[src/verilog/smem_pkg.sv]
package smem_pkg;

	// --------------------
	// sizes
	localparam int NUM_LANES  = 4;
	localparam int BWT_LEN    = 1024;   // initial interval is [0, BWT_LEN)
	localparam int MAX_QLEN   = 32;
	localparam int LOAD_W     = 128;
	localparam int READ_DEPTH = 128;    // read records held per batch
	localparam int READ_AW    = $clog2(READ_DEPTH);

	// --------------------
	// scalar types
	typedef logic [1:0]  base_t;        // A C G T = 0..3
	typedef logic [31:0] bwt_idx_t;
	typedef logic [7:0]  read_num_t;
	typedef logic [8:0]  batch_cnt_t;   // read_num plus one bit
	typedef logic [5:0]  qlen_t;
	typedef logic [1:0]  lane_id_t;

	typedef bwt_idx_t [3:0] l2_table_t; // indexed by base
	typedef bwt_idx_t [3:0] occ_row_t;

	// --------------------
	// records
	typedef struct packed {
		read_num_t   read_num;
		qlen_t       qlen;
		logic [63:0] bases;             // base 0 in bits 1:0
	} read_rec_t;

	typedef struct packed {
		read_num_t read_num;
		bwt_idx_t  addr_k;
		bwt_idx_t  addr_l;
	} dram_req_t;

	typedef struct packed {
		read_num_t read_num;
		occ_row_t  cnt_k;
		occ_row_t  cnt_l;
	} dram_rsp_t;

	typedef struct packed {
		read_num_t   read_num;
		qlen_t       match_len;
		bwt_idx_t    k;
		bwt_idx_t    l;
		logic [49:0] pad;               // fills one 128 bit beat
	} result_t;

	typedef enum logic [1:0] {
		LANE_IDLE,
		LANE_REQ,
		LANE_WAIT,
		LANE_DONE
	} lane_state_t;

	// first requester at or after ptr, one-hot
	function automatic logic [NUM_LANES-1:0] rr_pick(input logic [NUM_LANES-1:0] req,
		input lane_id_t ptr);
		logic [NUM_LANES-1:0] gnt;
		lane_id_t             idx;
		gnt = '0;
		for (int i = 0; i < NUM_LANES; i++) begin
			idx = lane_id_t'((int'(ptr) + i) % NUM_LANES);
			if (req[idx] && gnt == '0)
				gnt[idx] = 1'b1;
		end
		return gnt;
	endfunction

	function automatic lane_id_t lane_of(input logic [NUM_LANES-1:0] vec);
		lane_id_t id;
		id = '0;
		for (int i = 0; i < NUM_LANES; i++) begin
			if (vec[i])
				id = lane_id_t'(i);
		end
		return id;
	endfunction

endpackage
[src/verilog/result_collector.sv]
module result_collector (
	input  logic                           clk_32ui_i,
	input  logic                           rst_n_i,
	input  smem_pkg::batch_cnt_t           batch_size_i,
	input  logic [smem_pkg::NUM_LANES-1:0] done_i,
	input  smem_pkg::result_t              result_i [smem_pkg::NUM_LANES],
	output logic [smem_pkg::NUM_LANES-1:0] ack_o,
	output logic                           output_request_o,
	input  logic                           output_permit_i,
	output logic                           output_valid_o,
	output smem_pkg::result_t              output_data_o,
	output logic                           output_finish_o
);
	import smem_pkg::*;

	lane_id_t   ptr_q;
	lane_id_t   sel;
	logic       buf_full_q;
	result_t    buf_q;
	batch_cnt_t out_cnt_q;      // results sent this batch
	logic       last_out;

	// only take a lane result into an empty buffer
	assign ack_o = buf_full_q ? '0 : rr_pick(done_i, ptr_q);
	assign sel   = lane_of(ack_o);

	assign output_request_o = buf_full_q;
	assign output_valid_o   = buf_full_q && output_permit_i;
	assign output_data_o    = buf_q;
	assign last_out         = (out_cnt_q + batch_cnt_t'(1) == batch_size_i);

	always_ff @(posedge clk_32ui_i or negedge rst_n_i) begin
		if (!rst_n_i) begin
			ptr_q           <= '0;
			buf_full_q      <= 1'b0;
			out_cnt_q       <= '0;
			output_finish_o <= 1'b0;
		end else begin
			output_finish_o <= output_valid_o && last_out;
			if (output_valid_o) begin
				buf_full_q <= 1'b0;
				out_cnt_q  <= last_out ? '0 : out_cnt_q + batch_cnt_t'(1);
			end else if (|ack_o) begin
				buf_full_q <= 1'b1;
				ptr_q      <= lane_id_t'((int'(sel) + 1) % NUM_LANES);
			end
		end
	end

	always_ff @(posedge clk_32ui_i) begin
		if (|ack_o)
			buf_q <= result_i[sel];
	end

	// a result only leaves under permit, and only once
	a_valid_permit: assert property (@(posedge clk_32ui_i) disable iff (!rst_n_i)
		output_valid_o |-> output_permit_i ##1 !output_valid_o);

endmodule

[config.mk]
export PLATFORM = sky130hd
export DESIGN_NAME = result_collector
export DESIGN_NICKNAME = d
export VERILOG_FILES = /design/src/verilog/smem_pkg.sv /design/src/verilog/result_collector.sv
export SDC_FILE = /design/constraint.sdc
export NUM_CORES = 1
export LEC_CHECK = 0
export ABC_AREA = 1
export BUFFER_PORTS_ARGS = -buffer_cell sky130_fd_sc_hd__buf_2
export CORE_AREA = 2 2 256 258
export CTS_CLUSTER_SIZE = 20
export DETAILED_ROUTE_END_ITERATION = 7
export DIE_AREA = 0 0 258 260
export GPL_TIMING_DRIVEN = 0
export PLACE_DENSITY = 0.46
export SYNTH_ARGS = -nofsm -noshare
export SYNTH_HDL_FRONTEND = slang
export SYNTH_SLANG_ARGS = --single-unit
[constraint.sdc]
create_clock -name clk_32ui_i -period 5.95 [get_ports clk_32ui_i]
set_clock_uncertainty 0.2 [all_clocks]
set_input_delay 1.19 -clock clk_32ui_i [delete_from_list [all_inputs] [get_ports clk_32ui_i]]
set_output_delay 1.19 -clock clk_32ui_i [all_outputs]
set_load 0.05 [all_outputs]
# After elaboration in Yosys (flattened, before gate mapping)
# Index checks and enable logic that the tools add are counted.
# word_totals
register_bits	141
output_inout_bits	135
wordCells	74
# classes
addsub	5
magnitude_cmp	9
n_eq_ne	1
mux	30
bitwise_logic	5
reduce_logical	15
# ops
operator	n
$bmux W128 S2	1
$mux W128	2
$mux W4	5
$logic_not A4 Y1	3
$lt A2 B3 Y1 const B	4
$or A4 B4 Y4	3
$mux W1	11
$add A9 B1 Y9 const B	1
$eq A9 B9 Y1	1
$logic_and A1 B1 Y1	9
$mux W9	1
$bmux W1 S2	4
$demux W1 S2	4
$ge A2 B1 Y1 const B	4
$add A2 B1 Y2 const B	2
$add A2 B2 Y2 const B	2
$mux W2	2
$reduce_or A4 Y1	1
$ge A3 B3 Y1 const B	1
$not A2 Y3	1
$reduce_and A2 Y1	1
$reduce_bool A2 Y1	1
$not A1 Y1	1

# Logic depth before layout (Yosys ltp)
# logic_depth
word_depth	22
ltp_mapped	25

# Worst setup path before layout
# No wires, ideal clock.
# synth_timing
kind	input to register
start	input done_i[1] (netlist name)
end	register buf_q (netlist bit output_data_o[0]) (enable)
setup_time_ns	0.481
arrival_time_ns	5.321
t_required_ns	5.269
slack_ns	-0.053
stages	20
n_path_buf	1
cell_sequence	inv_1 nand2_1 nand2_1 nand2_1 nand3_1 nand2_1 inv_2 nand3_1 nand3_1 nor2_1 nand3_1 nand2_1 nor2_2 nand2_1 o21bai_2 nand2_2 nand2_2 buf_2 nor2_1 inv_1
# synth_via
elab_chain_cells	14
# synth_rtl
item	line	text
from (decl)	result_collector.sv:5	input logic [smem_pkg::NUM_LANES-1:0] done_i,
$bmux W1 S2	smem_pkg.sv:67	if (req[idx] && gnt == '0)
$mux W1 (not written as such)	smem_pkg.sv:67	
$mux W4	smem_pkg.sv:67	
$logic_not A4 Y1	smem_pkg.sv:67	
$logic_and A1 B1 Y1	smem_pkg.sv:67	
$mux W4	smem_pkg.sv:67	
$logic_not A4 Y1	smem_pkg.sv:67	
$logic_and A1 B1 Y1	smem_pkg.sv:67	
$mux W4	smem_pkg.sv:67	
$logic_not A4 Y1	smem_pkg.sv:67	
$logic_and A1 B1 Y1	smem_pkg.sv:67	
$mux W4 *	smem_pkg.sv:67	
$mux W4 *	result_collector.sv:24	assign ack_o = buf_full_q ? '0 : rr_pick(done_i, ptr_q);
$reduce_or A4 Y1 *	result_collector.sv:51	if (|ack_o)
to (signal assigned)	result_collector.sv:52	buf_q <= result_i[sel];
to (decl)	result_collector.sv:19	result_t buf_q;
# Mark *: on every way between the ends. The rest lies on a longest branch, timed or not. The select of a mux whose other input is x is not followed.
# A chain may end at the register's enable or synchronous reset.

# Worst setup path in the final report
# layout_timing
start	register ptr_q[0]
end	output ack_o[3] (netlist name)
# layout_via
elab_chain_cells	15
# layout_rtl
item	line	text
from (decl)	result_collector.sv:16	lane_id_t ptr_q;
from (signal assigned)	result_collector.sv:45	ptr_q <= lane_id_t'((int'(sel) + 1) % NUM_LANES);
parallel branches: the longest is 13 deep, another holds $lt A2 B3 Y1	n/a	
$mux W4 *	smem_pkg.sv:67	
$mux W4 *	result_collector.sv:24	
to (decl)	result_collector.sv:7	output logic [smem_pkg::NUM_LANES-1:0] ack_o,
# Mark *: on every way between the ends. The select of a mux whose other input is x is not followed.

==> metrics <==
Resized cells post-CTS 0; Post-Syn Nets between 2000 and 2500; final WL a little under 60000 um; Slew Limit Headroom a little under half; Setup Crit Path Kind reg -> out; sequential cell area fraction in the yosys report a little over a third; nets@finish between 3000 and 4000; HP Start out_cnt_q[8]; unrepaired setup endpoints after global routing no; drc violations 0; Buffers on Ports 662; Syn-to-layout area delta 43.57%; total track usage around 17%; Routability Congestion ~0.9; largest net degree at the start of global routing 38; Fin Hold WS between 0.3 and 0.4 ns; Max FO, Critical Path 10; drt first pass iters 6; TritonCTS buffer count 17; Worst Max-Slew Pin Slew around 0.78 ns; Core ar. between 0.06 and 0.07 mm2; Post-Place Cells about 3400; Synth area leaders edfxtp_1 33%, nand3_1 23%, inv_1 17%; slowest CP cell dfrtp_1; pre-CTS setup slack 0.5328 ns; Worst setup EP type primary output; number of hold violations in the final report 0; Vias between 10000 and 15000; WP data required approximately 4.6 ns; Worst EP arrival between 3 and 4 ns; hold_buf cts 0; syn_area_per_cell 6.370 um2; HPWL Detailed approximately 47000 um; Std-Cell Rows between 90 and 100; share of layout cells above drive strength 1 ~32%; synthesis-stage register bit count 141; Critical Path Source Type flop; via/cell ratio between 4 and 5; first-pass GRT wire length 84190 um; Die Y about 260 um; initial antenna violation count 6; Final ANT Viol Nets 0; crit-path cells inv_2 > ha_1 > inv_1 > nand3_1 > nand2_1 > inv_1 > nand2_1 > inv_2 > nand3_1 > nand3_1 > nor2_1 > nand3_1 > nand2_1 > nor2_2 > nand2_1 > o21bai_2 > nand2_2 > buf_2 > buf_2 > inv_1 > buf_2; I/O pin cnt around 660; die width about 260 um; Max Clk Rate ~190 MHz; most frequent cells in the layout 737 x buf_2, 541 x inv_1, 536 x nand3_1, 431 x nand2_1, 128 x edfxtp_1; Yosys top cell area share between 30% and 40%; r2r startpoint ptr_q[0]; postcts setup bufs 0; CP max stage delay ~0.55 ns; average wire per standard cell about 17 um; Final Setup Violations 0; synthesized area approximately 0.012 mm2; Period Utilization, post-route ~87%; clock slew at reported path FFs about 0.07 ns; worst-skew pair later-pin latency between 0.4 and 0.5 ns; H-Tree Depth 4; cell count after synthesis 1835; DR iter-0 viols between 1000 and 1500; CTS tree built; vias in the first global route 13608; Synthesis Warnings 0; area leader, netlist edfxtp_1; Filler cells approximately 7500; Root Buffer clkbuf_16; clock tree buffer depth 2; status completed; Min Clock Period, post-route 5.176 ns; worst setup margin between 0.7 and 0.8 ns; crit path from ptr_q[0]; total overflow reported by the global router 0; Clock Sinks ~140; most common cell after layout, fill and taps aside buf_2; Hold WC Path Type reg -> reg; non-filler cells, final approximately 3400; die area about 0.067 mm2; post-synth cell types 27; Max Cap Viol 0; Max Slew Vio Count 0; Starting Density a little under a fifth
==> layout make-up <==
| type | count | area [um2] | share of cell area, % |
|---|---|---|---|
| clock inverter | 5 | 38.79 | 0.2311 |
| antenna | 7 | 17.52 | 0.1044 |
| multi-input combinational | 1036 | 4783 | 28.50 |
| sequential | 141 | 4169 | 24.84 |
| clock buffer | 27 | 589.3 | 3.512 |
| tap | 855 | 1070 | 6.375 |
| timing repair buffer | 665 | 3373 | 20.10 |
| buffer | 113 | 690.7 | 4.116 |
| inverter | 545 | 2049 | 12.21 |
==> cell usage after synthesis <==
cell        n
xor2_1     11
o21bai_2    1
inv_1     542
o21bai_1    1
ha_1        9
buf_2      75
buf_4      18
nor2_2      2
nor3_1      4
o21ai_0    13
nand3_2     1
buf_6      14
nor2_1     14
edfxtp_1  128
and2_1      1
nand2_2     4
dfrtp_1    13
a31oi_1     1
o22ai_1     1
clkbuf_1    6
nand3_1   536
xnor2_1     2
nand2_1   431
a211oi_1    2
inv_2       3
nand4_1     1
o31ai_2     1
==> per-stage QoR <==
stage	setup TNS [ns]	utilization, %	area (um2)
after floorplan	0	-	11690
after global placement	-217.32	25.07	16080
after detailed placement	0	25.17	16140
after CTS	0	26.15	16760
after global routing	0	26.17	16780
final	0	26.17	16780
==> logic make-up after synthesis <==
logic type / count (synthesis) / share of synthesized area (%)
AO/OA/AOI/OAI: 20 / 1.060
buffers and inverters: 658 / 23.41
adder cells (fa/ha/maj): 9 / 0.9634
flip-flops: 141 / 35.67
AND/OR/NAND/NOR: 994 / 37.93
XOR/XNOR: 13 / 0.9741
==> per-layer routing <==
metal / vias to the layer above / global-route usage (%) / part of all wire (%)
li1: 6957 / - / -
met2: 554 / 28.46 / 48
met1: 6351 / 21.51 / 43
met5: - / 0 / 0
met4: 0 / 6.182 / 2.9
met3: 80 / 3.392 / 6.0
==> state kept, by name, summed over array words and instances (netlist names) <==
register          cells
output_request_o      1
output_data_o       128
ptr_q                 2
output_finish_o       1
out_cnt_q             9
==> worst paths after layout <==
kind	slack (ns)	endpoint	cells past startpoint
min reg2reg	0.36	out_cnt_q[8]	2
max in group asynchronous	4.90	ptr_q[0]	1
max reg2reg	0.96	output_data_o[6]	23
min in group asynchronous	0.40	out_cnt_q[8]	1
max	0.77	ack_o[3]	21
min	0.36	out_cnt_q[8]	2
==> critical path, delay by kind of cell, from the launching register on <==
family / cells / cell delay [ns]
AOI/OAI and AO/OA: 1 / 0.07
buffers and inverters: 8 / 1.25
DFF: 1 / 0.55
and+or+nand+nor: 11 / 1.12
adders and majority gates: 1 / 0.33
Power is not shown: default switching activity piles up to over one toggle a cycle in this logic, so the estimate is an artifact.
