--- config.mk ---
export PLATFORM = sky130hd
export DESIGN_NAME = occ_req_arbiter
export DESIGN_NICKNAME = d
export VERILOG_FILES = /design/src/verilog/smem_pkg.sv /design/src/verilog/occ_req_arbiter.sv
export SDC_FILE = /design/constraint.sdc
export NUM_CORES = 1
export LEC_CHECK = 0
export ABC_AREA = 0
export BUFFER_PORTS_ARGS = -buffer_cell sky130_fd_sc_hd__buf_4
export CAP_MARGIN = 40
export CORE_AREA = 2 2 144 146
export DETAILED_ROUTE_END_ITERATION = 8
export DIE_AREA = 0 0 146 148
export PLACE_DENSITY_LB_ADDON = 0.1
export SLEW_MARGIN = 30
export SYNTH_ARGS = -nofsm -noshare
export SYNTH_HDL_FRONTEND = slang
export SYNTH_SLANG_ARGS = --single-unit
--- constraint.sdc ---
create_clock -name clk_32ui_i -period 8.52 [get_ports clk_32ui_i]
set_input_delay 1.704 -clock clk_32ui_i [delete_from_list [all_inputs] [get_ports clk_32ui_i]]
set_output_delay 1.704 -clock clk_32ui_i [all_outputs]
set_load 0.05 [all_outputs]
--- src/verilog/smem_pkg.sv ---
package smem_pkg;

	// --------------------
	// sizes
	localparam int NUM_LANES  = 4;
	localparam int BWT_LEN    = 1024;   // initial interval is [0, BWT_LEN)
	localparam int MAX_QLEN   = 32;
	localparam int LOAD_W     = 128;
	localparam int READ_DEPTH = 128;    // read records held per batch
	localparam int READ_AW    = $clog2(READ_DEPTH);

	// --------------------
	// scalar types
	typedef logic [1:0]  base_t;        // A C G T = 0..3
	typedef logic [31:0] bwt_idx_t;
	typedef logic [7:0]  read_num_t;
	typedef logic [8:0]  batch_cnt_t;   // read_num plus one bit
	typedef logic [5:0]  qlen_t;
	typedef logic [1:0]  lane_id_t;

	typedef bwt_idx_t [3:0] l2_table_t; // indexed by base
	typedef bwt_idx_t [3:0] occ_row_t;

	// --------------------
	// records
	typedef struct packed {
		read_num_t   read_num;
		qlen_t       qlen;
		logic [63:0] bases;             // base 0 in bits 1:0
	} read_rec_t;

	typedef struct packed {
		read_num_t read_num;
		bwt_idx_t  addr_k;
		bwt_idx_t  addr_l;
	} dram_req_t;

	typedef struct packed {
		read_num_t read_num;
		occ_row_t  cnt_k;
		occ_row_t  cnt_l;
	} dram_rsp_t;

	typedef struct packed {
		read_num_t   read_num;
		qlen_t       match_len;
		bwt_idx_t    k;
		bwt_idx_t    l;
		logic [49:0] pad;               // fills one 128 bit beat
	} result_t;

	typedef enum logic [1:0] {
		LANE_IDLE,
		LANE_REQ,
		LANE_WAIT,
		LANE_DONE
	} lane_state_t;

	// first requester at or after ptr, one-hot
	function automatic logic [NUM_LANES-1:0] rr_pick(input logic [NUM_LANES-1:0] req,
		input lane_id_t ptr);
		logic [NUM_LANES-1:0] gnt;
		lane_id_t             idx;
		gnt = '0;
		for (int i = 0; i < NUM_LANES; i++) begin
			idx = lane_id_t'((int'(ptr) + i) % NUM_LANES);
			if (req[idx] && gnt == '0)
				gnt[idx] = 1'b1;
		end
		return gnt;
	endfunction

	function automatic lane_id_t lane_of(input logic [NUM_LANES-1:0] vec);
		lane_id_t id;
		id = '0;
		for (int i = 0; i < NUM_LANES; i++) begin
			if (vec[i])
				id = lane_id_t'(i);
		end
		return id;
	endfunction

endpackage
--- src/verilog/occ_req_arbiter.sv ---
module occ_req_arbiter (
	input  logic                           clk_32ui_i,
	input  logic                           rst_n_i,
	input  logic [smem_pkg::NUM_LANES-1:0] req_pending_i,
	input  smem_pkg::dram_req_t            req_i [smem_pkg::NUM_LANES],
	output logic [smem_pkg::NUM_LANES-1:0] grant_o,
	output logic                           dram_valid_o,
	output smem_pkg::dram_req_t            dram_req_o
);
	import smem_pkg::*;

	lane_id_t ptr_q;    // first lane to look at
	lane_id_t sel;

	assign grant_o = rr_pick(req_pending_i, ptr_q);
	assign sel     = lane_of(grant_o);

	always_ff @(posedge clk_32ui_i or negedge rst_n_i) begin
		if (!rst_n_i) begin
			ptr_q        <= '0;
			dram_valid_o <= 1'b0;
		end else begin
			dram_valid_o <= |grant_o;   // one strobe per grant
			if (|grant_o)
				ptr_q <= lane_id_t'((int'(sel) + 1) % NUM_LANES);
		end
	end

	always_ff @(posedge clk_32ui_i) begin
		if (|grant_o)
			dram_req_o <= req_i[sel];
	end

	// --------------------
	// checks
	a_grant_onehot: assert property (@(posedge clk_32ui_i) disable iff (!rst_n_i)
		$onehot0(grant_o) && ((grant_o & ~req_pending_i) == '0));

endmodule

* Word-level counts from Yosys, hierarchy flattened
Index checks and enable logic that the tools add are counted.
Word-level totals: register bits 75, bits in latches 0, bits in writable memories 0, memory bits (read-only) 0, input bits 294, logic and storage cells 59, memories kept 0
Cells by class: add/sub/neg operators 4, multiply operators 0, divide/modulo/power cells 0, $lt $le $gt $ge 9, eq/ne operators 0, shift operators 0, multiplexer cells 26, bitwise logic cells 4, reduce and logical (&&, ||, !) cells 11
Operator list (number):
- $bmux W72 S2 | 1
- $mux W72 | 2
- $mux W4 | 4
- $logic_not A4 Y1 | 3
- $lt A2 B3 Y1 const B | 4
- $or A4 B4 Y4 | 3
- $mux W1 | 9
- $bmux W1 S2 | 4
- $demux W1 S2 | 4
- $ge A2 B1 Y1 const B | 4
- $logic_and A1 B1 Y1 | 7
- $add A2 B1 Y2 const B | 2
- $add A2 B2 Y2 const B | 2
- $mux W2 | 2
- $reduce_or A4 Y1 | 1
- $ge A3 B3 Y1 const B | 1
- $not A2 Y3 | 1

* Longest topological paths before layout
depth in word-level cells 21, mapped depth 14, mapped depth without buffers 9

* Least setup slack after synthesis
Ideal clock, no wire load.
path kind input to register, start input req_pending_i[2] (netlist name), end register dram_req_o[0] (netlist name) (enable), library setup time 1.081 ns, data arrival time 5.529 ns, slack 1.910 ns, stages 7, cells stage by stage mux4_2 and2_1 a21boi_1 a311o_1 o21a_1 clkbuf_1 nand4_1
Between the ends: word-level cells in the longest chain between the ends 13, elaborated cells on any way between the ends 22
RTL lines:
- start: declaration | line occ_req_arbiter.sv:4 | input logic [smem_pkg::NUM_LANES-1:0] req_pending_i,
- $bmux W1 S2 | line smem_pkg.sv:67 | if (req[idx] && gnt == '0)
- $mux W1 (implied by the code) | line smem_pkg.sv:67
- $mux W4 | line smem_pkg.sv:67
- $logic_not A4 Y1 | line smem_pkg.sv:67
- $logic_and A1 B1 Y1 | line smem_pkg.sv:67
- $mux W4 | line smem_pkg.sv:67
- $logic_not A4 Y1 | line smem_pkg.sv:67
- $logic_and A1 B1 Y1 | line smem_pkg.sv:67
- $mux W4 | line smem_pkg.sv:67
- $logic_not A4 Y1 | line smem_pkg.sv:67
- $logic_and A1 B1 Y1 | line smem_pkg.sv:67
- $mux W4 * | line smem_pkg.sv:67
- $reduce_or A4 Y1 * | line occ_req_arbiter.sv:30 | if (|grant_o)
- end signal: assignment | line occ_req_arbiter.sv:31 | dram_req_o <= req_i[sel];
- end: declaration | line occ_req_arbiter.sv:8 | output smem_pkg::dram_req_t dram_req_o
Every way passes the cells marked *; elsewhere a longest branch is shown, timed or not. The select of a mux whose other input is x is not followed. A chain may end at the register's enable or synchronous reset.

* Final worst setup path
start input req_pending_i[2] (netlist name), end output grant_o[3] (netlist name)
Between the ends: word-level cells in the longest chain between the ends 12, elaborated cells on any way between the ends 21
RTL lines:
- $bmux W1 S2 | line smem_pkg.sv:67
- $mux W1 (implied by the code) | line smem_pkg.sv:67
- $mux W4 | line smem_pkg.sv:67
- $logic_not A4 Y1 | line smem_pkg.sv:67
- $logic_and A1 B1 Y1 | line smem_pkg.sv:67
- $mux W4 | line smem_pkg.sv:67
- $logic_not A4 Y1 | line smem_pkg.sv:67
- $logic_and A1 B1 Y1 | line smem_pkg.sv:67
- $mux W4 | line smem_pkg.sv:67
- $logic_not A4 Y1 | line smem_pkg.sv:67
- $logic_and A1 B1 Y1 | line smem_pkg.sv:67
- $mux W4 * | line smem_pkg.sv:67
- end: declaration | line occ_req_arbiter.sv:6 | output logic [smem_pkg::NUM_LANES-1:0] grant_o,
Marks and branches as above.

==> results.json <==
{
  "wl_per_cell_um": 25.0,
  "met2_usage_pct": 45.8,
  "syn-num-nets": 1012,
  "clock_skew_ps": 7.07,
  "start_kind": "input pin",
  "fmax_mhz": 157,
  "hold_class": "reg2reg",
  "grt_pass1_vias": 7828,
  "antenna_left": 0,
  "grt_util_all_layers_pct": 27.7,
  "crit_path_max_incr_delay_ps": 600,
  "p_int_mw": 2.59,
  "reg2reg_depth": 10,
  "grt-busiest-layer": "met2",
  "slew_headroom_pct": 43.1,
  "worstPathRequired_ps": 6820,
  "synthDistinctLibCells": 47,
  "finalWirelength_mm": 31.6,
  "setup_viol": 0,
  "nets": 1291,
  "io_buffers": 370,
  "p_switching_mw": 3.14,
  "fin_hold_ws_ps": 952,
  "period_share_pct": 74.6,
  "synth_largest_area_cell": "edfxtp_1",
  "cts_setup_buffers": 0,
  "worstPathMaxFanout": 73,
  "yosysMostFrequentCell": "o221ai_1",
  "cts_buffers": 9,
  "synth_common_cells": "145 x o221ai_1, 104 x clkbuf_1, 75 x o21ai_0",
  "syn_inst": 711,
  "worstMarginPinSlew_ps": 853,
  "die_width_um": 146,
  "io_pins": 371,
  "crit_top_cell": "buf_4",
  "avgSynthCellArea_sq_um": 9.33,
  "use_met3_pct": 6.85,
  "synthesis.area_sq_um": 6640,
  "grt_max_degree": 75,
  "crit_chain": "buf_4, mux4_2, and2_1, a21boi_1, a31o_2, buf_4, nor2_1, inv_2, buf_4",
  "cp-end-kind": "primary output",
  "slowest_stage": "a21boi_1",
  "power_frac_seq_pct": 17.8,
  "fin_ws_ps": 2160,
  "cts_resized": 0,
  "grt_util_met1_pct": 34.5,
  "worstPathArrival_ps": 4660,
  "p_leak_nw": 3.96,
  "power_density_nw_per_um2": 583,
  "final_cells": 1265,
  "die_y_um": 148,
  "avgViaCountPerCell": 6.35,
  "drc_errors": 0,
  "drt_iter0_markers": 591,
  "rsz0062_at_grt": "false",
  "antenna_found_initial": 0,
  "synthArstFlopShare_pct": 4.00,
  "clockPowerShare_pct": 6.5,
  "synth_edf_count": 72,
  "synthFlopType": "edfxtp_1",
  "std_cell_rows": 52,
  "clock_path_buffers": 2,
  "synth_area_leaders": "edfxtp_1 33%, o221ai_1 19%, o31a_1 9.8%",
  "p_comb_share_pct": 75.7,
  "htree_levels": 3,
  "place_hpwl_mm": 20.2,
  "grt_pass1_wl_mm": 47.0,
  "drv_slew": 0,
  "critical_path_class": "in2out",
  "gp_congestion": 0.883,
  "drive_gt1_share_pct": 42.6,
  "period_needed_ps": 6360,
  "status": "finished, final reports clean",
  "ys_seq_elements": 75,
  "place_inst": 1245,
  "hold_buffers": 0,
  "cts_sinks": 75,
  "hold_path_depth": 2,
  "finalHoldViolCount": 0,
  "diodes": 0,
  "drt_pass1_iterations": 5,
  "ir_worst_vdd_mv": 0.495,
  "ys_seq_area_share_pct": 33.7,
  "pre_cts_ws_ps": 2140,
  "synth_top_area_share_pct": 32.6,
  "clk_latency_ps": 340,
  "num_vias": 8027,
  "timing.setup.tns_ps": 0,
  "cts_tree": "done",
  "initial_utilization_pct": 33.1,
  "n_fill_cell": 1955,
  "grt-ovfl-total": 0,
  "syn2layout_area_growth_pct": 47.9,
  "core_area_sq_um": 20000,
  "die-area_sq_um": 21600,
  "clock-root-buffer": "clkbuf_16",
  "max_cap_viol_count": 0,
  "swShare_pct": 54.8,
  "ys_warn_count": 0,
  "clk_pin_slew_ps": 70
}
-- logic make-up after synthesis --
group | count (synthesis) | synth area share (%)
flops | 75 | 33.7
mux | 8 | 1.96
buf+inv | 131 | 7.86
compound gates | 322 | 38.0
fa+ha+maj | 7 | 1.32
simple gates | 168 | 17.2
-- per-layer routing --
metal	up-vias	part of all wire (%)
li1	3609	-
met1	3871	39
met2	465	48
met3	82	8.7
met4	0	4.3
met5	-	0
-- state kept, by name, summed over array words and instances, names as in the netlist --
register and cells:
dram_req_o 72, dram_valid_o 1, ptr_q 2
-- power by group through the flow --
stage | Sequential (mW) | Clock [mW] | Combinational [mW]
after global placement | 1.03 | 0 | 4.20
final | 1.02 | 0.372 | 4.34
after CTS | 1.02 | 0.377 | 4.24
after detailed placement | 1.03 | 0 | 4.24
after floorplan | 1.71 | 0 | 2.40
after global routing | 1.04 | 0.389 | 4.62
-- metrics by stage --
stage	area, sq um	util, %	total power [mW]
6_report	9820	49.0	5.73
5_1_grt	9820	49.0	6.05
4_1_cts	9720	48.5	5.64
3_5_place_dp	9450	47.2	5.27
3_3_place_gp	9440	47.1	5.23
2_1_floorplan	6640	-	4.11
-- critical path, delay by kind of cell --
family                 cells  cell delay (ps)
AND/OR/NAND/NOR            2              450
buffers and inverters      4              960
multiplexers               1              570
AO/OA/AOI/OAI              2              850
-- layout by cell type (no fill, tap or decap), types with 3 or more instances in the layout --
cell,count
and4_1,72
buf_4,385
clkbuf_16,9
clkinvlp_4,3
dfrtp_1,3
edfxtp_1,72
ha_1,7
inv_1,7
mux2i_1,4
mux4_2,4
nand2_1,7
nand3_1,72
o21ai_0,75
o221ai_1,145
o31a_1,74
-- area by class of cell --
class / count / area, sq um / area share [%]
Sequential cell: 75 / 2240 / 22.8
Tap cell: 270 / 338 / 3.44
Inverter: 8 / 30.0 / 0.306
Timing Repair Buffer: 391 / 3010 / 30.7
Clock buffer: 10 / 229 / 2.33
Clock inverter: 6 / 40.0 / 0.408
Multi-Input combinational cell: 505 / 3930 / 40.1
-- final timing paths --
kind                                        from        endpoint  slack, ps
worst max-delay path            req_pending_i[2]      grant_o[3]       2160
max in group asynchronous                rst_n_i    dram_valid_o       7290
min in group asynchronous                rst_n_i        ptr_q[1]       1130
worst max register to register          ptr_q[0]  dram_req_o[18]       3620
worst min register to register          ptr_q[1]        ptr_q[1]        950
worst min-delay path                    ptr_q[1]        ptr_q[1]        950
No activity file was read; power rests on OpenSTA's default activity.
