File: src/verilog/smem_pkg.sv
package smem_pkg;

	// --------------------
	// sizes
	localparam int NUM_LANES  = 4;
	localparam int BWT_LEN    = 1024;   // initial interval is [0, BWT_LEN)
	localparam int MAX_QLEN   = 32;
	localparam int LOAD_W     = 128;
	localparam int READ_DEPTH = 128;    // read records held per batch
	localparam int READ_AW    = $clog2(READ_DEPTH);

	// --------------------
	// scalar types
	typedef logic [1:0]  base_t;        // A C G T = 0..3
	typedef logic [31:0] bwt_idx_t;
	typedef logic [7:0]  read_num_t;
	typedef logic [8:0]  batch_cnt_t;   // read_num plus one bit
	typedef logic [5:0]  qlen_t;
	typedef logic [1:0]  lane_id_t;

	typedef bwt_idx_t [3:0] l2_table_t; // indexed by base
	typedef bwt_idx_t [3:0] occ_row_t;

	// --------------------
	// records
	typedef struct packed {
		read_num_t   read_num;
		qlen_t       qlen;
		logic [63:0] bases;             // base 0 in bits 1:0
	} read_rec_t;

	typedef struct packed {
		read_num_t read_num;
		bwt_idx_t  addr_k;
		bwt_idx_t  addr_l;
	} dram_req_t;

	typedef struct packed {
		read_num_t read_num;
		occ_row_t  cnt_k;
		occ_row_t  cnt_l;
	} dram_rsp_t;

	typedef struct packed {
		read_num_t   read_num;
		qlen_t       match_len;
		bwt_idx_t    k;
		bwt_idx_t    l;
		logic [49:0] pad;               // fills one 128 bit beat
	} result_t;

	typedef enum logic [1:0] {
		LANE_IDLE,
		LANE_REQ,
		LANE_WAIT,
		LANE_DONE
	} lane_state_t;

	// first requester at or after ptr, one-hot
	function automatic logic [NUM_LANES-1:0] rr_pick(input logic [NUM_LANES-1:0] req,
		input lane_id_t ptr);
		logic [NUM_LANES-1:0] gnt;
		lane_id_t             idx;
		gnt = '0;
		for (int i = 0; i < NUM_LANES; i++) begin
			idx = lane_id_t'((int'(ptr) + i) % NUM_LANES);
			if (req[idx] && gnt == '0)
				gnt[idx] = 1'b1;
		end
		return gnt;
	endfunction

	function automatic lane_id_t lane_of(input logic [NUM_LANES-1:0] vec);
		lane_id_t id;
		id = '0;
		for (int i = 0; i < NUM_LANES; i++) begin
			if (vec[i])
				id = lane_id_t'(i);
		end
		return id;
	endfunction

endpackage
File: src/verilog/ext_lane.sv
module ext_lane (
	input  logic                clk_32ui_i,
	input  logic                rst_n_i,
	input  logic                assign_i,
	input  smem_pkg::read_rec_t read_rec_i,
	input  smem_pkg::l2_table_t l2_table_i,
	output logic                idle_o,
	output logic                req_pending_o,
	output smem_pkg::dram_req_t req_o,
	input  logic                grant_i,
	input  logic                dram_get_i,
	input  smem_pkg::dram_rsp_t dram_rsp_i,
	output logic                done_o,
	output smem_pkg::result_t   result_o,
	input  logic                ack_i
);
	import smem_pkg::*;

	lane_state_t state_q;
	read_num_t   read_num_q;
	logic [63:0] bases_q;
	qlen_t       qlen_q;
	qlen_t       step_q;        // accepted steps, also match_len
	bwt_idx_t    k_q;
	bwt_idx_t    l_q;

	qlen_t       qlen_in;
	base_t       cur_base;
	bwt_idx_t    new_k;
	bwt_idx_t    new_l;
	logic        rsp_hit;
	logic        step_ok;
	logic        step_last;

	assign qlen_in = (read_rec_i.qlen > qlen_t'(MAX_QLEN)) ? qlen_t'(MAX_QLEN) : read_rec_i.qlen;

	// --------------------
	// extension step
	assign cur_base  = base_t'(bases_q >> {step_q, 1'b0});
	assign new_k     = l2_table_i[cur_base] + dram_rsp_i.cnt_k[cur_base];
	assign new_l     = l2_table_i[cur_base] + dram_rsp_i.cnt_l[cur_base];
	assign rsp_hit   = dram_get_i && (state_q == LANE_WAIT) && (dram_rsp_i.read_num == read_num_q);
	assign step_ok   = new_k < new_l;   // interval still non-empty
	assign step_last = (step_q + qlen_t'(1) == qlen_q);

	assign idle_o        = state_q == LANE_IDLE;
	assign req_pending_o = state_q == LANE_REQ;
	assign done_o        = state_q == LANE_DONE;
	assign req_o         = '{read_num: read_num_q, addr_k: k_q, addr_l: l_q};
	assign result_o      = '{read_num: read_num_q, match_len: step_q, k: k_q, l: l_q, pad: '0};

	always_ff @(posedge clk_32ui_i or negedge rst_n_i) begin
		if (!rst_n_i) begin
			state_q <= LANE_IDLE;
		end else begin
			case (state_q)
				LANE_IDLE: if (assign_i)
					state_q <= (qlen_in == '0) ? LANE_DONE : LANE_REQ;
				LANE_REQ: if (grant_i)
					state_q <= LANE_WAIT;
				LANE_WAIT: if (rsp_hit)
					state_q <= (step_ok && !step_last) ? LANE_REQ : LANE_DONE;
				LANE_DONE: if (ack_i)
					state_q <= LANE_IDLE;
				default: state_q <= LANE_IDLE;
			endcase
		end
	end

	always_ff @(posedge clk_32ui_i) begin
		if (state_q == LANE_IDLE && assign_i) begin
			read_num_q <= read_rec_i.read_num;
			bases_q    <= read_rec_i.bases;
			qlen_q     <= qlen_in;
			step_q     <= '0;
			k_q        <= '0;
			l_q        <= bwt_idx_t'(BWT_LEN);   // whole text
		end else if (rsp_hit && step_ok) begin
			step_q <= step_q + qlen_t'(1);
			k_q    <= new_k;
			l_q    <= new_l;
		end
	end

	// a granted request drops at once and the lane sits in wait
	a_grant_then_wait: assert property (@(posedge clk_32ui_i) disable iff (!rst_n_i)
		grant_i |-> req_pending_o ##1 (state_q == LANE_WAIT && !req_pending_o));

endmodule

File: config.mk
export PLATFORM = sky130hd
export DESIGN_NAME = ext_lane
export DESIGN_NICKNAME = d
export VERILOG_FILES = /design/src/verilog/smem_pkg.sv /design/src/verilog/ext_lane.sv
export SDC_FILE = /design/constraint.sdc
export NUM_CORES = 1
export LEC_CHECK = 0
export BUFFER_PORTS_ARGS = -buffer_cell sky130_fd_sc_hd__buf_2
export CAP_MARGIN = 10
export CELL_PAD_IN_SITES_DETAIL_PLACEMENT = 1
export CELL_PAD_IN_SITES_GLOBAL_PLACEMENT = 2
export CORE_AREA = 2 2 265 267
export CTS_CLUSTER_SIZE = 12
export DETAILED_ROUTE_END_ITERATION = 10
export DIE_AREA = 0 0 267 269
export GPL_TIMING_DRIVEN = 1
export PLACE_DENSITY = 0.7
export SETUP_SLACK_MARGIN = 0.02
export SYNTH_ARGS = -nofsm -noshare
export SYNTH_HDL_FRONTEND = slang
export SYNTH_SLANG_ARGS = --single-unit
File: constraint.sdc
create_clock -name clk_32ui_i -period 10.08 [get_ports clk_32ui_i]
set_clock_uncertainty 0.05 [all_clocks]
set_input_delay 0 -clock clk_32ui_i [delete_from_list [all_inputs] [get_ports clk_32ui_i]]
set_output_delay 0 -clock clk_32ui_i [all_outputs]
set_load 0.03 [all_outputs]
---- Word level (Yosys, flattened, before mapping) ----
Cells that the tools add are included.
W data, S select, Z words.
storage, ports and cells
  register bits after elaboration ......... 150
  bits of input ports ..................... 476
  output and inout port bits .............. 203
  word-level logic and storage cells ...... 46
operators by class
  add/subtract/negate cells ............... 3
  $lt $le $gt $ge ......................... 3
  equality and inequality tests ........... 9
  shift-type cells ........................ 1
  muxes and demuxes ....................... 14
  reduce and logical (&&, ||, !) cells .... 9
operator list
  operator               number
  $bmux W32 S2           3
  $mux W32               3
  $add A32 B32 Y32       2
  $shr A64 B7 Y2         1
  $lt A32 B32 Y1         1
  $mux W2                6
  $eq A8 B8 Y1           1
  $pmux W2 S4            1
  $add A6 B1 Y6 const B  1
  $eq A6 B6 Y1           1
  $gt A6 B6 Y1 const B   1
  $logic_not A6 Y1       1
  $mux W6                1
  $logic_and A1 B1 Y1    5
  $eq A2 B2 Y1 const B   2
  $ne A2 B1 Y1 const B   2
  $ne A2 B2 Y1 const B   2
  $reduce_and A4 Y1      1
  $lt A2 B3 Y1 const B   1
  $eq A2 B1 Y1 const B   1
  $logic_not A2 Y1       1
  $logic_not A1 Y1       1

---- Logic depth before layout (Yosys ltp) ----
Gate-level depths: netlist of the first run.
  word-level depth ........................ 9
  gate-level depth with buffers ........... 35
  depth with buffers taken out ............ 28

---- Worst setup path after synthesis of the first run ----
No wires, ideal clock.
  path type ............................... flip-flop to flip-flop
  from .................................... register step_q[0]
  to ...................................... register k_q[22]
  setup time .............................. 109 ps
  arrival time ............................ 7,223 ps
  required time ........................... 9,921 ps
  slack ................................... 2,698 ps
  stages on the path, launching flop included .. 33
  buffers on the path ..................... 7
  period minus slack after synthesis ...... 7,382 ps
  path through ............................ dfxtp_1 > buf_6 > buf_6 > mux4_2 > o22ai_1 > nor2_1 > a22oi_1 > buf_2 > buf_2 > clkbuf_1 > nand2_1 > a31oi_1 > ha_1 > inv_1 > fa_1 > nor2b_1 > o31a_1 > o21ai_0 > o41ai_1 > o21ai_0 > and2_1 > o311ai_0 > nand2_1 > xnor2_1 > ha_1 > o21ai_0 > a31oi_1 > a2111o_1 > a21oi_2 > buf_2 > buf_1 > nand2_1 > a21oi_1
between the ends
  cells in the longest elaborated chain, start to end .. 6
  elaborated cells on any way between the ends .. 11
  classes of those cells .................. add/sub: 2; order compare: 1; shift: 1; mux: 6; reduce/logical: 1
ends and longest elaborated chain
  what                            line            text
  start: declaration              ext_lane.sv:23  qlen_t step_q;
  start signal: assignment        ext_lane.sv:79  step_q <= step_q + qlen_t'(1);
  $shr A64 B7 Y2 (*)              ext_lane.sv:39  assign cur_base = base_t'(bases_q >> {step_q, 1'b0});
  $bmux W32 S2                    ext_lane.sv:40  assign new_k = l2_table_i[cur_base] + dram_rsp_i.cnt_k[cur_base];
  $mux W32 (implied by the code)  ext_lane.sv:40
  $add A32 B32 Y32 (*)            ext_lane.sv:40
  net new_k[30]                   ext_lane.sv:29  bwt_idx_t new_k;
  $lt A32 B32 Y1 (*)              ext_lane.sv:43  assign step_ok = new_k < new_l;
  $logic_and A1 B1 Y1 (*)         ext_lane.sv:78  end else if (rsp_hit && step_ok) begin
  end signal: assignment          ext_lane.sv:80  k_q <= new_k;
  end: declaration                ext_lane.sv:24  bwt_idx_t k_q;
Mark *: on every way through the listed nets, which the timed path passes. The rest lies on a longest branch. The select of a mux whose other input is x is not followed.
A chain may end at the register's enable or synchronous reset.

---- Worst setup path in the final report of the first run ----
  from .................................... register step_q[1]
  to ...................................... register k_q[1]
between the ends
  cells in the longest elaborated chain, start to end .. 6
  elaborated cells on any way between the ends .. 11
  classes of those cells .................. add/sub: 2; order compare: 1; shift: 1; mux: 6; reduce/logical: 1
ends and longest elaborated chain
  what                                 line
  $shr A64 B7 Y2 (*)                   ext_lane.sv:39
  $bmux W32 S2 (on tied branches)      ext_lane.sv:40, ext_lane.sv:41
  $mux W32 (on tied branches)          ext_lane.sv:40, ext_lane.sv:41
  $add A32 B32 Y32 (on tied branches)  ext_lane.sv:40, ext_lane.sv:41
  $lt A32 B32 Y1                       ext_lane.sv:43
  $logic_and A1 B1 Y1                  ext_lane.sv:78
Mark *: on every way between the ends. The rest lies on a longest branch, timed or not. The select of a mux whose other input is x is not followed.

==> results by group, run 1 <==
Yosys
  – Synth unique cells: 69
  – Number of synthesized flops with an enable pin: 78
  – Async set or reset register ratio after synthesis: 0.0133
  – Number of storage elements in the synthesis netlist: 150
  – Synthesized netlist cell count: 1661
  – Syn Area/Cell: 8.13 um2
  – Most used DFF post-synth: sky130_fd_sc_hd__edfxtp_1
  – Sequential element share of the synthesized area: 0.281
  – Syn Std Cell Area: 0.0135 mm2
  – Warning count from the yosys run: 0

Clocking
  – CTS tree: done
  – # resized after CTS: 0
  – Total clock buffers created by CTS: 17
  – H-tree level count: 4
  – Number of clock sinks seen by CTS: 150
  – Clock root buffer: sky130_fd_sc_hd__clkbuf_16
  – Number of hold-repair buffers added at the cts stage: 84
  – Post-CTS setup repair buffer count: 0
  – Post-CTS clock slew at the launch and capture registers of the worst setup and hold paths: 0.07 ns
  – CTS Buffer Depth: 2
  – Clock network latency to the later pin of the worst-skew pair: 0.44 ns

Cells and area
  – Most common cell after layout, fill and taps aside: sky130_fd_sc_hd__buf_2
  – Fraction of layout instances using a drive strength above 1: 0.315
  – Footprint of the multi-input gates: 0.00849 mm2
  – Finished Layout Cells: 3194
  – Fillers: 8485
  – Number of nets in the final layout: 2807
  – Area used by sequential logic in the layout: 0.00379 mm2
  – Leading cell types in the layout, fill and taps excluded: sky130_fd_sc_hd__buf_2 (628), sky130_fd_sc_hd__nand2_1 (289), sky130_fd_sc_hd__a21oi_1 (99)
  – Synthesis-to-finish area growth: 35.5%

Critical path
  – Critical path class: flip-flop to flip-flop
  – Slack of the worst reg-to-reg path: 1.00 ns
  – Maximum fanout along the worst path: 39
  – Nature of the critical path endpoint: flip-flop
  – Required @ worst endpoint: 10.31 ns
  – Endpoint of the worst register-to-register path: k_q[1]
  – Launch instance of the worst register-to-register path: step_q[1]
  – Depth of the worst register-to-register path: 27
  – WP data arrival: 9.31 ns
  – Startpoint type of the worst setup path: flip-flop

Worst hold path
  – Worst Hold Class: input port to flip-flop
  – Min-Delay Path Depth: 4
  – Hold Crit Endpoint: state_q[1]
  – Source of the worst hold timing path: assign_i

Floorplanning
  – Area of the core: 0.0693 mm2
  – Starting utilization of the core area: 0.195
  – Die Span X: 267 um
  – Die area: 0.0718 mm2
  – Top-level I/O count: 679
  – Row cnt: 97
  – Vertical die dimension: 269 um

Detailed routing
  – First-iteration detailed-routing DRC count: 661
  – Total vias in the final route: 14400
  – Number of detailed-route iterations in the first pass: 4
  – Average wire per standard cell: 20.7 um
  – Antenna-violating nets left: 0
  – DRT Wirelength: 66000 um
  – Post-DR vias/cell: 4.51
  – Post-route DRC: 0

Pwr
  – Power density over the cells: 225 mW/mm2
  – Internal Dissipation: 0.00212 W
  – Switching Fraction: 0.486
  – Clock network power share: 0.156
  – Leak Pwr: 8.38 nW
  – Highest ir drop seen on vdd: 0.112 mV
  – Reported net switching power: 0.00200 W
  – Sequential cell fraction of total power: 0.186
  – Combinational power share: 0.659

Timing
  – Number of setup violations in the final report: 0
  – Maximum frequency from static timing analysis: 110 MHz
  – Final critical-path required period: 9.08 ns
  – Actual transition at the worst max-transition pin: 1.12 ns
  – Slew Limit Fails: 0
  – Final period util: 0.900
  – Slew Limit Headroom: 0.251
  – RSZ-0062 raised after global routing: no
  – TNS Setup: 0 ns
  – Number of hold violations in the final report: 0

GRT
  – Pin count of the biggest net entering global routing: 99
  – GRT Util Overall: 0.177
  – Vias in the first global route: 15000
  – Initial antenna violation count: 7
  – Wire length of the first global-routing pass: 94200 um
  – GRT overflow: 0

Placement
  – Quantity of I/O buffers inserted on ports: 628
  – Detailed Place HPWL: 54800 um
  – Last weighted congestion value of the routability-driven placer: 0.879
  – Cell count after placement: 3072

Job
  – Maximum Capacitance Violations: 0

Run status
  – Run status: finished, final reports clean
synth_stat cells, types with 5 or more instances:
master                     count  area (um2)
sky130_fd_sc_hd__nand2b_1     19         119
sky130_fd_sc_hd__nor2_1       67         251
sky130_fd_sc_hd__nor3_1       20         100
sky130_fd_sc_hd__buf_2        11        55.1
sky130_fd_sc_hd__or3_1         8        50.1
sky130_fd_sc_hd__a21o_1       50         375
sky130_fd_sc_hd__buf_4       125         938
sky130_fd_sc_hd__a31oi_1      97         607
sky130_fd_sc_hd__nand4_1       9        56.3
sky130_fd_sc_hd__dfxtp_1      70        1400
sky130_fd_sc_hd__and3_1        7        43.8
sky130_fd_sc_hd__xor2_1       35         307
sky130_fd_sc_hd__nand2_1     289        1080
sky130_fd_sc_hd__inv_1        28         105
sky130_fd_sc_hd__mux4_2       18         405
sky130_fd_sc_hd__o211ai_1      8        60.1
sky130_fd_sc_hd__xnor2_1      33         289
sky130_fd_sc_hd__a211oi_1     96         721
sky130_fd_sc_hd__a21oi_1      99         495
sky130_fd_sc_hd__o21a_1       21         158
sky130_fd_sc_hd__ha_1         94        1180
sky130_fd_sc_hd__and2_1       97         607
sky130_fd_sc_hd__nand3_1      24         120
sky130_fd_sc_hd__edfxtp_1     78        2340
sky130_fd_sc_hd__mux2i_1      16         160
sky130_fd_sc_hd__clkbuf_1     79         297
sky130_fd_sc_hd__o21ai_0      49         245
sky130_fd_sc_hd__a211o_1       6        52.6
sky130_fd_sc_hd__nor2b_1      13        81.3
sky130_fd_sc_hd__o22ai_1       6        37.5
sky130_fd_sc_hd__and2_0       13        81.3
sky130_fd_sc_hd__a22oi_1       5        37.5
sequential cells by signal, summed over array words and instances (netlist names):
signal,count
qlen_q,6
step_q,6
read_num_q,8
k_q,32
bases_q,64
state_q,2
l_q,32
layout make-up:
type	instances	area share
sequential	150	0.207
inverter	28	0.00588
multi-input combinational	1311	0.464
timing repair buffer	727	0.226
antenna	6	0.000820
clock inverter	14	0.00868
tap	940	0.0643
clock buffer	18	0.0234
kinds of logic (layout without fill, tap and decap cells):
family,after synthesis,in the layout,synth area share
buffers and inverters,249,787,0.107
flip-flops,150,150,0.281
AND/OR/NAND/NOR,585,585,0.203
multiplexers,34,34,0.0419
XOR/XNOR,68,68,0.0441
AO/OA/AOI/OAI,478,478,0.234
adder cells (fa/ha/maj),96,96,0.0900
other,1,56,0.000278
metrics by stage:
step	area (um2)	hold WS [ns]	util	power (W)	setup slack, ns
after floorplan	13700	-0.346	-	0.00264	2.70
after global placement	16900	-0.265	0.243	0.00343	1.02
after detailed placement	16900	-0.261	0.243	0.00349	0.912
after CTS	18300	0.0748	0.264	0.00418	0.850
after global routing	18300	0.145	0.264	0.00451	0.109
final	18300	0.103	0.264	0.00412	1.00
how the worst max path moves through the flow:
stage	from	end	slack [ns]	depth (start not counted)
floorplan	step_q[0]	k_q[22]	2.70	32
global placement	step_q[1]	k_q[1]	1.02	27
detailed placement	step_q[1]	k_q[1]	0.91	27
CTS	step_q[1]	k_q[1]	0.85	27
global route	step_q[1]	k_q[1]	0.11	27
finish	step_q[1]	k_q[1]	1.00	27
power groups by stage:
stage               Sequential (W)  Combinational (W)  Clock [W]
floorplan                 0.000783            0.00185          0
global placement          0.000776            0.00265          0
detailed placement        0.000779            0.00271          0
CTS                       0.000766            0.00276   0.000661
global route              0.000773            0.00305   0.000683
finish                    0.000766            0.00272   0.000641
worst max-delay path, stage by stage, from the launching register on:
cell,delay (ns)
sky130_fd_sc_hd__dfxtp_1,1.01
sky130_fd_sc_hd__mux4_2,0.61
sky130_fd_sc_hd__mux4_2,0.49
sky130_fd_sc_hd__mux2i_1,0.17
sky130_fd_sc_hd__or2_4,0.47
sky130_fd_sc_hd__buf_4,0.39
sky130_fd_sc_hd__a211oi_1,0.07
sky130_fd_sc_hd__a31oi_1,0.34
sky130_fd_sc_hd__ha_1,0.28
sky130_fd_sc_hd__o21ai_0,0.14
sky130_fd_sc_hd__nor2b_1,0.16
sky130_fd_sc_hd__a31oi_1,0.44
sky130_fd_sc_hd__a221oi_2,0.20
sky130_fd_sc_hd__o221ai_1,0.62
sky130_fd_sc_hd__nand3_1,0.16
sky130_fd_sc_hd__a211oi_1,0.30
sky130_fd_sc_hd__xnor2_1,0.25
sky130_fd_sc_hd__ha_1,0.32
sky130_fd_sc_hd__a21o_1,0.18
sky130_fd_sc_hd__a21oi_1,0.16
sky130_fd_sc_hd__nor2b_1,0.07
sky130_fd_sc_hd__o211ai_1,0.16
sky130_fd_sc_hd__a31oi_1,0.13
sky130_fd_sc_hd__a2111o_1,0.47
sky130_fd_sc_hd__a21oi_4,0.40
sky130_fd_sc_hd__buf_4,0.46
sky130_fd_sc_hd__mux2i_1,0.23
sky130_fd_sc_hd__nor2_1,0.05
metal layers:
| metal | global-route usage | share of wire | vias to the layer above |
|---|---|---|---|
| met5 | 0 | 0 | - |
| li1 | - | - | 6970 |
| met2 | 0.346 | 0.55 | 404 |
| met1 | 0.196 | 0.39 | 6963 |
| met4 | 0.0454 | 0.022 | 0 |
| met3 | 0.0286 | 0.040 | 57 |
Note: power is estimated with default switching activity, not from simulation.
==> inputs of run 2 (changes only) <==
clock period = 10.2 ns   (was 10.08 ns; I/O delays follow)
==> run 2 against run 1 <==
First-iteration DRC count up 5.0%. Sequential cell count unchanged. Critical endpoint unchanged. Non-clock buffer count is the same. Routed wire length up 1.5%. Fmax rose by 0.94%. Via count up 0.40%. Final area is 0.15% higher. Combinational power about the same. Hold slack improved by 0.073 ns. Sequential share of layout area is essentially flat.
==> results by group, run 2 (same netlist as run 1, synthesis figures left out) <==
Pwr
  – Highest ir drop seen on vdd: 0.113 mV (was 0.112 mV)
  – Switching Fraction: 0.489 (was 0.486)
  – Power density over the cells: 224 mW/mm2 (was 225 mW/mm2)
  – Sequential cell fraction of total power: 0.185 (was 0.186)
  – Internal Dissipation: 0.00210 W (was 0.00212 W)
  – Combinational power share: 0.660 (was 0.659)
  – Clock network power share: 0.155 (was 0.156)
  – Leak Pwr: 8.38 nW (about the same)
  – Reported net switching power: 0.00201 W (was 0.00200 W)

Cells and area
  – Fillers: 8465 (was 8485)
  – Footprint of the multi-input gates: 0.00849 mm2 (unchanged)
  – Synthesis-to-finish area growth: 35.7% (was 35.5%)
  – Number of nets in the final layout: 2807 (unchanged)
  – Most common cell after layout, fill and taps aside: sky130_fd_sc_hd__buf_2 (unchanged)
  – Leading cell types in the layout, fill and taps excluded: sky130_fd_sc_hd__buf_2 (628), sky130_fd_sc_hd__nand2_1 (289), sky130_fd_sc_hd__a21oi_1 (99) (unchanged)
  – Register with the highest flop count: bases_q (unchanged)
  – Largest register FFs: 64 (unchanged)
  – Largest registers: bases_q (64), k_q (32), l_q (32) (unchanged)
  – Area used by sequential logic in the layout: 0.00379 mm2 (unchanged)
  – Fraction of layout instances using a drive strength above 1: 0.314 (was 0.315)

Critical path
  – Maximum fanout along the worst path: 39 (unchanged)
  – Worst stage delay on the critical path: 0.91 ns (was 1.01 ns)
  – Nature of the critical path endpoint: flip-flop (unchanged)
  – Critical path class: flip-flop to flip-flop (unchanged)
  – WP data arrival: 9.23 ns (was 9.31 ns)
  – Required @ worst endpoint: 10.43 ns (was 10.31 ns)
  – Standard cell with the maximum stage delay on the critical path: sky130_fd_sc_hd__dfxtp_1 (unchanged)
  – Startpoint type of the worst setup path: flip-flop (unchanged)
  – Crit-path most repeated cell: sky130_fd_sc_hd__a31oi_1 (unchanged)

GRT
  – GRT Util Overall: 0.179 (was 0.177)
  – Global routing usage on met1: 0.195 (was 0.196)
  – Met3 usage in global routing: 0.0262 (was 0.0286)
  – Met2 usage: 0.352 (was 0.346)
  – Initial antenna violation count: 19 (was 7)
  – GRT overflow: 0 (unchanged)
  – Wire length of the first global-routing pass: 94400 um (was 94200 um)
  – GRT Max-Usage Layer: met2 (unchanged)
  – Pin count of the biggest net entering global routing: 98 (was 99)
  – Vias in the first global route: 14900 (was 15000)

Clocking
  – H-tree level count: 4 (unchanged)
  – CTS Buffer Depth: 2 (unchanged)
  – Total clock buffers created by CTS: 17 (unchanged)
  – CTS tree: done (unchanged)
  – Post-CTS clock slew at the launch and capture registers of the worst setup and hold paths: 0.07 ns (about the same)
  – Number of clock sinks seen by CTS: 150 (unchanged)
  – Clock network latency to the later pin of the worst-skew pair: 0.45 ns (was 0.44 ns)
  – Clock root buffer: sky130_fd_sc_hd__clkbuf_16 (unchanged)

Detailed routing
  – Post-DR vias/cell: 4.51 (about the same)
  – DRT Wirelength: 67000 um (was 66000 um)
  – Post-route DRC: 0 (unchanged)
  – Antenna-violating nets left: 0 (unchanged)
  – Average wire per standard cell: 20.9 um (was 20.7 um)
  – Total vias in the final route: 14500 (was 14400)
  – Number of detailed-route iterations in the first pass: 5 (was 4)
  – First-iteration detailed-routing DRC count: 694 (was 661)

Floorplanning
  – Die area: 0.0718 mm2 (unchanged)
  – Die Span X: 267 um (unchanged)
  – Vertical die dimension: 269 um (unchanged)
  – Starting utilization of the core area: 0.195 (unchanged)
  – Area of the core: 0.0693 mm2 (unchanged)
  – Row cnt: 97 (unchanged)
  – Top-level I/O count: 679 (unchanged)

Run status
  – Run status: finished, final reports clean (unchanged)

Timing
  – TNS Setup: 0 ns (unchanged)
  – Number of setup violations in the final report: 0 (unchanged)
  – Crit path setup slack, layout: 1.21 ns (was 1.00 ns)
  – Maximum frequency from static timing analysis: 111 MHz (was 110 MHz)
  – RSZ-0062 raised after global routing: no (unchanged)
  – Final critical-path required period: 8.99 ns (was 9.08 ns)
  – Final-layout worst hold slack: 0.177 ns (was 0.103 ns)
  – Final period util: 0.882 (was 0.900)
  – Actual transition at the worst max-transition pin: 1.12 ns (about the same)
  – Number of hold violations in the final report: 0 (unchanged)
  – Slew Limit Fails: 0 (unchanged)
  – Slew Limit Headroom: 0.249 (was 0.251)

Placement
  – Quantity of I/O buffers inserted on ports: 628 (unchanged)
  – Detailed Place HPWL: 55700 um (was 54800 um)
  – Worst setup timing slack at the placement stage: 1.09 ns (was 0.912 ns)
  – Last weighted congestion value of the routability-driven placer: 0.924 (was 0.879)

Worst hold path
  – Worst Hold Class: input port to flip-flop (unchanged)

Job
  – Maximum Capacitance Violations: 0 (unchanged)
[run 2: cell types whose count changed in the layout (fill, tap and decap cells not counted), sizes merged]
| cell | change |
|---|---|
| clkinv | +1 |
| inv | +2 |
| clkbuf | -1 |
| clkinvlp | -2 |
| diode | +12 |
[run 2: routing by layer]
layer,vias to the layer above,part of all wire
met5,-,0.00016
met4,2,0.022
met3,65,0.039
met2,409,0.54
met1,6988,0.39
li1,6988,-
[run 2: cell type report]
type / instances / share of cell area
flip-flops and latches: 150 / 0.207
clock buffers: 17 / 0.0232
clock inverters: 15 / 0.00874
diodes: 18 / 0.00246
well taps: 940 / 0.0642
repair buffers: 727 / 0.226
multi-input cells: 1311 / 0.463
inverters: 28 / 0.00587
[run 2: worst paths after layout]
check                           startpoint         end  slack (ns)  depth (start not counted)
worst max register to register   step_q[0]      k_q[1]        1.21                         27
worst min-delay path              assign_i  state_q[1]        0.18                          4
min in group asynchronous          rst_n_i  state_q[0]        0.39                          3
worst min register to register      l_q[1]      l_q[1]        0.44                          2
worst max-delay path             step_q[0]      k_q[1]        1.21                         27
max in group asynchronous          rst_n_i  state_q[1]        9.57                          3
[run 2: per-stage QoR]
stage,total power [W],cell area (um2),instances,util
finish,0.00410,18300,3206,0.265
global route,0.00448,18300,3203,0.264
CTS,0.00416,18300,3188,0.264
detailed placement,0.00347,16900,3072,0.243
global placement,0.00339,16900,3072,0.243
floorplan,0.00260,13700,1710,-
[run 2: what timing repair did]
action | CTS | global route
resized for setup | 0 | 0
hold endpoints to repair | 82 | 0
endpoints found under the setup margin | 0 | 0
hold buffers | 84 | 0
setup buffers | 0 | 0
[run 2: power by group through the flow]
stage               sequential (W)  combinational, W  clock [W]
global route              0.000764           0.00303   0.000680
detailed placement        0.000771           0.00270          0
global placement          0.000768           0.00263          0
finish                    0.000757           0.00271   0.000637
CTS                       0.000757           0.00274   0.000656
floorplan                 0.000774           0.00183          0
[run 2: critical path, delay by kind of cell, from the launching register on]
family	cells	cell delay (ns)
DFF	1	0.91
AOI/OAI and AO/OA	15	4.60
muxes	2	0.83
and+or+nand+nor	5	0.56
xor gates and xnor gates	1	0.24
adders and majority gates	2	0.62
buffers and inverters	2	0.94
